<file path="src/hdl/tk1_pkg.sv">
package tk1_pkg;

  // --------------------
  // Shared types
  // --------------------

  typedef logic [31:0] cpu_addr_t;
  typedef logic [31:0] word_t;
  typedef logic [7:0] reg_addr_t;

  // Bit 2 red, bit 1 green, bit 0 blue
  typedef logic [2:0] led_t;

  typedef logic [23:0] blink_ctr_t;

  // --------------------
  // Register map
  // --------------------

  localparam reg_addr_t ADDR_NAME0            = 8'h00;
  localparam reg_addr_t ADDR_NAME1            = 8'h01;
  localparam reg_addr_t ADDR_VERSION          = 8'h02;

  localparam reg_addr_t ADDR_SYSTEM_MODE_CTRL = 8'h08;
  localparam reg_addr_t ADDR_LED              = 8'h09;
  localparam reg_addr_t ADDR_GPIO             = 8'h0a;

  localparam reg_addr_t ADDR_APP_START        = 8'h0c;
  localparam reg_addr_t ADDR_APP_SIZE         = 8'h0d;

  // Firmware entry points
  localparam reg_addr_t ADDR_BLAKE2S          = 8'h10;
  localparam reg_addr_t ADDR_SYSCALL          = 8'h12;

  // Eight words of CDI
  localparam reg_addr_t ADDR_CDI_FIRST        = 8'h20;
  localparam reg_addr_t ADDR_CDI_LAST         = 8'h27;

  localparam reg_addr_t ADDR_CPU_MON_CTRL     = 8'h60;
  localparam reg_addr_t ADDR_CPU_MON_FIRST    = 8'h61;
  localparam reg_addr_t ADDR_CPU_MON_LAST     = 8'h62;

  localparam reg_addr_t ADDR_SYSTEM_RESET     = 8'h70;

  // --------------------
  // Identity and limits
  // --------------------

  // ASCII "tk1 " and "mkdf"
  localparam word_t TK1_NAME0   = 32'h746b3120;
  localparam word_t TK1_NAME1   = 32'h6d6b6466;
  localparam word_t TK1_VERSION = 32'h00000005;

  localparam cpu_addr_t FW_RAM_FIRST = 32'hd0000000;
  localparam cpu_addr_t FW_RAM_LAST  = 32'hd00007ff;

  // ROM starts at address zero
  localparam cpu_addr_t FW_ROM_LAST  = 32'h00001fff;

  // Lies beyond physical RAM, so a fetch there traps
  localparam cpu_addr_t ILLEGAL_ADDR = 32'h4f000000;

  // Output bits in the GPIO register
  localparam int GPIO3_BIT = 2;
  localparam int GPIO4_BIT = 3;

  localparam led_t LED_RESET       = 3'b110;
  localparam word_t APP_SIZE_RESET = 32'h00000000;

endpackage
</file>
<file path="src/hdl/tk1_core.sv">
`timescale 1ns/1ps

module tk1_core (
  input  logic                clk,
  input  logic                reset_n,

  input  logic                cpu_trap,
  input  logic                cpu_valid,
  input  logic                cpu_instr,
  input  tk1_pkg::cpu_addr_t  cpu_addr,

  output logic                system_mode,
  output logic                rw_locked,
  output logic                force_trap,
  output logic                system_reset,

  input  logic                cs,
  input  logic                we,
  input  tk1_pkg::reg_addr_t  address,
  input  tk1_pkg::word_t      write_data,
  output tk1_pkg::word_t      read_data,
  output logic                ready,

  input  logic                gpio1,
  input  logic                gpio2,
  output logic                gpio3,
  output logic                gpio4,

  output logic                led_r,
  output logic                led_g,
  output logic                led_b
);

  import tk1_pkg::*;

  cpu_addr_t syscall_addr;
  cpu_addr_t blake2s_addr;
  cpu_addr_t cpu_mon_first;
  cpu_addr_t cpu_mon_last;
  logic      cpu_mon_en;
  logic      rom_executable;
  logic      rom_entry;
  led_t      led_sw;

  // --------------------
  // Register bank
  // --------------------

  tk1_regs u_regs (
    .clk           (clk),
    .reset_n       (reset_n),
    .cs            (cs),
    .we            (we),
    .address       (address),
    .write_data    (write_data),
    .system_mode   (system_mode),
    .rw_locked     (rw_locked),
    .gpio1         (gpio1),
    .gpio2         (gpio2),
    .read_data     (read_data),
    .ready         (ready),
    .led_sw        (led_sw),
    .gpio3         (gpio3),
    .gpio4         (gpio4),
    .system_reset  (system_reset),
    .syscall_addr  (syscall_addr),
    .blake2s_addr  (blake2s_addr),
    .cpu_mon_en    (cpu_mon_en),
    .cpu_mon_first (cpu_mon_first),
    .cpu_mon_last  (cpu_mon_last)
  );

  // --------------------
  // Fetch path
  // --------------------

  tk1_mode_ctrl u_mode_ctrl (
    .clk            (clk),
    .reset_n        (reset_n),
    .cpu_valid      (cpu_valid),
    .cpu_instr      (cpu_instr),
    .cpu_addr       (cpu_addr),
    .syscall_addr   (syscall_addr),
    .blake2s_addr   (blake2s_addr),
    .system_mode    (system_mode),
    .rw_locked      (rw_locked),
    .rom_executable (rom_executable),
    .rom_entry      (rom_entry)
  );

  tk1_exec_monitor u_exec_monitor (
    .clk            (clk),
    .reset_n        (reset_n),
    .cpu_valid      (cpu_valid),
    .cpu_instr      (cpu_instr),
    .cpu_addr       (cpu_addr),
    .rom_executable (rom_executable),
    .rom_entry      (rom_entry),
    .cpu_mon_en     (cpu_mon_en),
    .cpu_mon_first  (cpu_mon_first),
    .cpu_mon_last   (cpu_mon_last),
    .force_trap     (force_trap)
  );

  tk1_trap_led u_trap_led (
    .clk      (clk),
    .reset_n  (reset_n),
    .cpu_trap (cpu_trap),
    .led_sw   (led_sw),
    .led_r    (led_r),
    .led_g    (led_g),
    .led_b    (led_b)
  );

endmodule

</file>
<file path="src/hdl/tk1_trap_led.sv">
`timescale 1ns/1ps

module tk1_trap_led (
  input  logic           clk,
  input  logic           reset_n,

  input  logic           cpu_trap,
  input  tk1_pkg::led_t  led_sw,

  output logic           led_r,
  output logic           led_g,
  output logic           led_b
);

  import tk1_pkg::*;

  blink_ctr_t blink_ctr;
  led_t       blink_led;
  led_t       led_sel;

  // --------------------
  // Blink generator
  // --------------------

  // Red toggles each time the counter wraps through zero
  always_ff @(posedge clk) begin
    if (!reset_n) begin
      blink_ctr <= '0;
      blink_led <= '0;
    end else begin
      blink_ctr <= blink_ctr + 24'd1;
      if (blink_ctr == '0) begin
        blink_led <= blink_led ^ 3'b100;
      end
    end
  end

  // --------------------
  // Pin select
  // --------------------

  assign led_sel = cpu_trap ? blink_led : led_sw;

  assign led_r = led_sel[2];
  assign led_g = led_sel[1];
  assign led_b = led_sel[0];

endmodule

</file>
<file path="src/hdl/tk1_exec_monitor.sv">
`timescale 1ns/1ps

module tk1_exec_monitor (
  input  logic                clk,
  input  logic                reset_n,

  input  logic                cpu_valid,
  input  logic                cpu_instr,
  input  tk1_pkg::cpu_addr_t  cpu_addr,

  input  logic                rom_executable,
  input  logic                rom_entry,

  input  logic                cpu_mon_en,
  input  tk1_pkg::cpu_addr_t  cpu_mon_first,
  input  tk1_pkg::cpu_addr_t  cpu_mon_last,

  output logic                force_trap
);

  import tk1_pkg::*;

  logic fetch;
  logic ram_oob;
  logic fw_ram_fetch;
  logic rom_fetch_denied;
  logic mon_fetch;
  logic violation;

  assign fetch = cpu_valid && cpu_instr;

  // Any access to RAM above the physical 128 KiB
  assign ram_oob = cpu_valid && (cpu_addr[31:30] == 2'b01) && (|cpu_addr[29:17]);

  // FW RAM is data only
  assign fw_ram_fetch = fetch && (cpu_addr >= FW_RAM_FIRST) && (cpu_addr <= FW_RAM_LAST);

  // Locked ROM outside the entry points
  assign rom_fetch_denied = fetch && !rom_executable && !rom_entry &&
                            (cpu_addr <= FW_ROM_LAST);

  // Data-only window set up by the app
  assign mon_fetch = fetch && cpu_mon_en &&
                     (cpu_addr >= cpu_mon_first) && (cpu_addr <= cpu_mon_last);

  assign violation = ram_oob || fw_ram_fetch || rom_fetch_denied || mon_fetch;

  // Sticky until reset
  always_ff @(posedge clk) begin
    if (!reset_n) begin
      force_trap <= 1'b0;
    end else if (violation) begin
      force_trap <= 1'b1;
    end
  end

endmodule

</file>
<file path="src/hdl/tk1_mode_ctrl.sv">
`timescale 1ns/1ps

module tk1_mode_ctrl (
  input  logic                clk,
  input  logic                reset_n,

  input  logic                cpu_valid,
  input  logic                cpu_instr,
  input  tk1_pkg::cpu_addr_t  cpu_addr,

  input  tk1_pkg::cpu_addr_t  syscall_addr,
  input  tk1_pkg::cpu_addr_t  blake2s_addr,

  output logic                system_mode,
  output logic                rw_locked,
  output logic                rom_executable,
  output logic                rom_entry
);

  import tk1_pkg::*;

  logic fetch;
  logic hit_syscall;
  logic hit_blake2s;
  logic above_rom;

  assign fetch       = cpu_valid && cpu_instr;
  // Entry points must be word aligned to match a fetch
  assign hit_syscall = fetch && (cpu_addr == syscall_addr);
  assign hit_blake2s = fetch && (cpu_addr == blake2s_addr);
  assign above_rom   = fetch && (cpu_addr > FW_ROM_LAST);

  // First instruction of an entry point is allowed from locked ROM
  assign rom_entry = hit_syscall || hit_blake2s;

  always_ff @(posedge clk) begin
    if (!reset_n) begin
      system_mode    <= 1'b0;
      rom_executable <= 1'b1;
      rw_locked      <= 1'b0;
    end else if (above_rom) begin
      // Leaving ROM drops privilege and wins over entry hits
      system_mode    <= 1'b1;
      rom_executable <= 1'b0;
      rw_locked      <= 1'b1;
    end else begin
      if (hit_syscall) begin
        system_mode <= 1'b0;
      end
      if (rom_entry) begin
        rom_executable <= 1'b1;
      end
    end
  end

endmodule

</file>
<file path="src/hdl/tk1_regs.sv">
`timescale 1ns/1ps

module tk1_regs (
  input  logic                clk,
  input  logic                reset_n,

  input  logic                cs,
  input  logic                we,
  input  tk1_pkg::reg_addr_t  address,
  input  tk1_pkg::word_t      write_data,

  input  logic                system_mode,
  input  logic                rw_locked,

  input  logic                gpio1,
  input  logic                gpio2,

  output tk1_pkg::word_t      read_data,
  output logic                ready,

  output tk1_pkg::led_t       led_sw,
  output logic                gpio3,
  output logic                gpio4,
  output logic                system_reset,

  output tk1_pkg::cpu_addr_t  syscall_addr,
  output tk1_pkg::cpu_addr_t  blake2s_addr,

  output logic                cpu_mon_en,
  output tk1_pkg::cpu_addr_t  cpu_mon_first,
  output tk1_pkg::cpu_addr_t  cpu_mon_last
);

  import tk1_pkg::*;

  word_t      app_start;
  word_t      app_size;
  word_t      cdi_mem [8];

  logic [1:0] gpio1_sync;
  logic [1:0] gpio2_sync;

  logic       wr_en;
  logic       prot_wr_en;
  logic       mon_wr_en;
  logic       cdi_hit;

  // --------------------
  // Write qualification
  // --------------------

  assign wr_en      = cs && we;
  // Locked once system mode has been entered
  assign prot_wr_en = wr_en && !rw_locked;
  // Window is frozen after enable
  assign mon_wr_en  = wr_en && !cpu_mon_en;

  assign cdi_hit    = (address >= ADDR_CDI_FIRST) && (address <= ADDR_CDI_LAST);

  // No wait states
  assign ready = cs;

  // --------------------
  // Control registers
  // --------------------

  always_ff @(posedge clk) begin
    if (!reset_n) begin
      led_sw       <= LED_RESET;
      gpio3        <= 1'b0;
      gpio4        <= 1'b0;
      gpio1_sync   <= 2'b00;
      gpio2_sync   <= 2'b00;
      system_reset <= 1'b0;
      app_start    <= '0;
      app_size     <= APP_SIZE_RESET;
      syscall_addr <= ILLEGAL_ADDR;
      blake2s_addr <= ILLEGAL_ADDR;
      cpu_mon_en   <= 1'b0;
    end else begin
      gpio1_sync <= {gpio1_sync[0], gpio1};
      gpio2_sync <= {gpio2_sync[0], gpio2};

      // One-cycle strobe per write
      system_reset <= wr_en && (address == ADDR_SYSTEM_RESET);

      if (wr_en && (address == ADDR_LED)) begin
        led_sw <= write_data[2:0];
      end

      if (wr_en && (address == ADDR_GPIO)) begin
        gpio3 <= write_data[GPIO3_BIT];
        gpio4 <= write_data[GPIO4_BIT];
      end

      if (prot_wr_en) begin
        case (address)
          ADDR_APP_START: app_start    <= write_data;
          ADDR_APP_SIZE:  app_size     <= write_data;
          ADDR_SYSCALL:   syscall_addr <= write_data;
          ADDR_BLAKE2S:   blake2s_addr <= write_data;
          default: ;
        endcase
      end

      // Any write enables the monitor, and it stays on until reset
      if (wr_en && (address == ADDR_CPU_MON_CTRL)) begin
        cpu_mon_en <= 1'b1;
      end
    end
  end

  // CDI words and monitor window
  always_ff @(posedge clk) begin
    if (prot_wr_en && cdi_hit) begin
      cdi_mem[address[2:0]] <= write_data;
    end

    if (mon_wr_en && (address == ADDR_CPU_MON_FIRST)) begin
      cpu_mon_first <= write_data;
    end

    if (mon_wr_en && (address == ADDR_CPU_MON_LAST)) begin
      cpu_mon_last <= write_data;
    end
  end

  // --------------------
  // Read mux
  // --------------------

  always_comb begin
    read_data = '0;
    if (cs && !we) begin
      case (address) inside
        ADDR_NAME0:            read_data = TK1_NAME0;
        ADDR_NAME1:            read_data = TK1_NAME1;
        ADDR_VERSION:          read_data = TK1_VERSION;
        ADDR_SYSTEM_MODE_CTRL: read_data = {32{system_mode}};
        ADDR_LED:              read_data = {29'h0, led_sw};
        ADDR_GPIO: begin
          read_data = {28'h0, gpio4, gpio3, gpio2_sync[1], gpio1_sync[1]};
        end
        ADDR_APP_START:        read_data = app_start;
        ADDR_APP_SIZE:         read_data = app_size;
        ADDR_BLAKE2S:          read_data = blake2s_addr;
        ADDR_SYSCALL:          read_data = syscall_addr;
        ADDR_CPU_MON_CTRL:     read_data = {31'h0, cpu_mon_en};
        ADDR_CPU_MON_FIRST:    read_data = cpu_mon_first;
        ADDR_CPU_MON_LAST:     read_data = cpu_mon_last;
        [ADDR_CDI_FIRST:ADDR_CDI_LAST]: begin
          read_data = cdi_mem[address[2:0]];
        end
        default:               read_data = '0;
      endcase
    end
  end

endmodule

</file>
<file path="config.mk">
export PLATFORM = sky130hd
export DESIGN_NAME = tk1_core
export DESIGN_NICKNAME = d
export VERILOG_FILES = /design/src/hdl/tk1_pkg.sv /design/src/hdl/tk1_core.sv /design/src/hdl/tk1_trap_led.sv /design/src/hdl/tk1_exec_monitor.sv /design/src/hdl/tk1_mode_ctrl.sv /design/src/hdl/tk1_regs.sv
export SDC_FILE = /design/constraint.sdc
export NUM_CORES = 1
export LEC_CHECK = 0
export ABC_AREA = 1
export BUFFER_PORTS_ARGS = -buffer_cell sky130_fd_sc_hd__buf_2
export CAP_MARGIN = 5
export CORE_MARGIN = 2
export CORE_UTILIZATION = 45
export CTS_CLUSTER_SIZE = 14
export DETAILED_ROUTE_END_ITERATION = 7
export REMOVE_ABC_BUFFERS = 1
export SLEW_MARGIN = 25
export SYNTH_ARGS = -nofsm -noshare
export SYNTH_HDL_FRONTEND = slang
export SYNTH_SLANG_ARGS = --single-unit
</file>
<file path="constraint.sdc">
create_clock -name clk -period 7 [get_ports clk]
set_clock_uncertainty 0.1 [all_clocks]
set_input_delay 2.1 -clock clk [delete_from_list [all_inputs] [get_ports clk]]
set_output_delay 2.1 -clock clk [all_outputs]
set_load 0.03 [all_outputs]
</file>
==> impl_metrics.py <==
metrics = {
    "place": {
        "placed_area_um2": 24300,
        "gp_congestion": 0.924,
        "dp_hpwl_mm": 47.1,
        "io_buffer_count": 122,
    },
    "clock_network": {
        "path_clk_slew_ps": 60,
        "cts_setup_buffers": 0,
        "cts_tree": "done",
        "cts_buffer_depth": 3,
        "htree_num_levels": 2,
        "cts_sinks": 488,
        "clk_latency_ps": 610,
        "cts_buffers": 52,
        "cts_resized": 0,
        "cts_hold_buf": 0,
        "root_buffer": "clkbuf_16",
    },
    "hold_path": {
        "hold_class": "reg -> reg",
    },
    "route": {
        "final_antenna_net_count": 0,
        "drcViolationCount": 0,
        "wl_per_cell_um": 21.8,
        "drt_iter0_drc": 1897,
        "viasPerCell": 5.48,
        "vias": 18600,
        "dr.pass1.iters": 6,
        "totalWireLength_mm": 74.0,
    },
    "floorplanning": {
        "rows": 82,
        "initial_core_util": 0.455,
        "io_pins": 123,
        "die_h_um": 229,
        "dieArea_um2": 52300,
        "die_x_um": 229,
        "core_um2": 50000,
    },
    "run": {
        "cap_violations": 0,
    },
    "global_routing": {
        "antenna_found_initial": 2,
        "grt_usage": 0.280,
        "grt_overflow": 0,
        "grt_pass1_vias": 18000,
        "grt_max_degree": 75,
        "grt_pass1_wl_mm": 110,
    },
    "final_layout": {
        "nFillCells": 4665,
        "drive_gt1_frac": 0.127,
        "final_area_um2": 26100,
        "layout_commonest_cell": "nand2_1",
        "synthToLayoutAreaGrowth_pct": 15.0,
        "final_cell_mix": "nand2_1 (513), nor2_1 (444), edfxtp_1 (320)",
        "antenna_cells": 0,
        "finalNetCount": 2822,
    },
    "yosys": {
        "yosysUniqueCellTypes": 39,
        "syn_area_um2": 22700,
        "async_flop_share": 0,
        "synthFlopType": "edfxtp_1",
        "ys_warn_count": 0,
        "synthCells": 2554,
        "ys_seq_area_frac": 0.571,
        "synth_edf_count": 320,
        "avgSynthCellArea_um2": 8.89,
        "synth-seq-cells": 488,
    },
    "timing": {
        "tns_ps": 0,
        "slew_violations": 0,
        "holdWs_ps": 312,
        "hold_viol_final": 0,
        "setup_viol": 0,
        "max_freq_mhz": 148,
        "rsz0062_at_grt": "false",
        "worst_pin_slew_ps": 930,
        "fin_crit_sh": 0.968,
        "finalCriticalPeriod_ps": 6780,
        "relSlewSlack": 0.379,
    },
    "critical_path": {
        "critPathMaxFanout": 51,
        "setup.worst_path.start_class": "input port",
        "critPathArrivalTime_ps": 4580,
        "required_ps": 4800,
        "crit_path_end_kind": "primary output",
        "critPathKind": "in -> out",
    },
    "power": {
        "p_leak_nw": 10.4,
        "ir_drop_v": 0.000189,
        "power_mw": 6.30,
        "p_per_area_nw_per_um2": 241,
    },
    "outcome": {
        "status": "finished clean",
    },
}
## power breakdown
part           leakage [nW]  switching (mW)  internal [mW]
sequential             4.23         0.00549           3.07
combinational          5.32           0.259         0.0977
clock                 0.868            1.17           1.70
total                  10.4            1.43           4.87
## per-stage QoR
stage,utilization,cells,setup slack (ps)
global placement,0.487,3293,366
CTS,0.523,3391,312
global route,0.523,3391,168
detailed placement,0.487,3293,323
finish,0.523,3391,224
floorplan,-,2443,-747
## flip-flops by register name, summed over array words and instances (netlist names), 2 cells and up
| register | count |
|---|---|
| u_regs.led_sw | 3 |
| u_regs.gpio1_sync | 2 |
| u_regs.cpu_mon_last | 32 |
| u_regs.blake2s_addr | 32 |
| u_trap_led.blink_ctr | 24 |
| u_regs.cpu_mon_first | 32 |
| u_regs.gpio2_sync | 2 |
| u_regs.app_start | 32 |
| u_regs.syscall_addr | 32 |
| u_regs.app_size | 32 |
| u_regs.cdi_mem | 256 |
## worst paths after layout
check | startpoint | endpoint | slack, ps | cells past startpoint
setup / recovery | address[1] | read_data[5] | 220 | 12
hold / removal | u_regs.gpio2_sync[0] | u_regs.gpio2_sync[1] | 310 | 2
setup reg to reg | u_mode_ctrl.rw_locked | u_regs.cdi_mem[6][12] | 3860 | 4
hold reg to reg | u_regs.gpio2_sync[0] | u_regs.gpio2_sync[1] | 310 | 2
## cell usage after synthesis, drive strengths merged (12+ instances only)
| cell type | instances | area (um2) |
|---|---|---|
| o21ai | 156 | 781 |
| nor3 | 27 | 181 |
| clkbuf | 67 | 253 |
| xor2 | 19 | 166 |
| nand4 | 53 | 332 |
| o22ai | 40 | 250 |
| dfxtp | 168 | 3360 |
| nand3 | 119 | 596 |
| buf | 44 | 226 |
| inv | 205 | 769 |
| xnor2 | 12 | 105 |
| nand2 | 519 | 1960 |
| nor2 | 461 | 1760 |
| edfxtp | 320 | 9610 |
| a21oi | 199 | 1000 |
| ha | 66 | 826 |
| or2 | 39 | 244 |
## final cells by class
| type | instances | area, um2 | area share |
|---|---|---|---|
| clock buffers | 70 | 1440 | 0.0552 |
| flip-flops and latches | 488 | 13000 | 0.497 |
| multi-input cells | 1748 | 8580 | 0.329 |
| inverters | 207 | 777 | 0.0298 |
| well taps | 672 | 841 | 0.0322 |
| repair buffers | 178 | 1170 | 0.0448 |
| clock inverters | 28 | 332 | 0.0127 |
## worst max-delay path, stage by stage
cell and delay [ps]:
buf_2 240, inv_2 170, nand2_2 150, buf_12 310, nor3_4 90, inv_2 520
or2_2 220, nand2_1 60, nand2_1 60, nand2_1 60, a21oi_1 290, buf_2 270
## per-layer routing
layer  track usage  up-vias  routed length [um]
li1              -     8808                   -
met1         0.373     8738               30700
met2         0.455      874               33700
met3        0.0601      149                7060
met4        0.0931        4                2490
met5             0        -                  20
## cell families (layout without fill, tap and decap cells)
| family | count (synthesis) | in the layout | share of synthesized area |
|---|---|---|---|
| xor+xnor | 31 | 31 | 0.0120 |
| compound gates | 409 | 409 | 0.0940 |
| flops | 488 | 488 | 0.571 |
| fa+ha+maj | 66 | 66 | 0.0364 |
| simple gates | 1242 | 1242 | 0.231 |
| buf+inv | 318 | 483 | 0.0553 |
(Power assumes the default switching activity.)
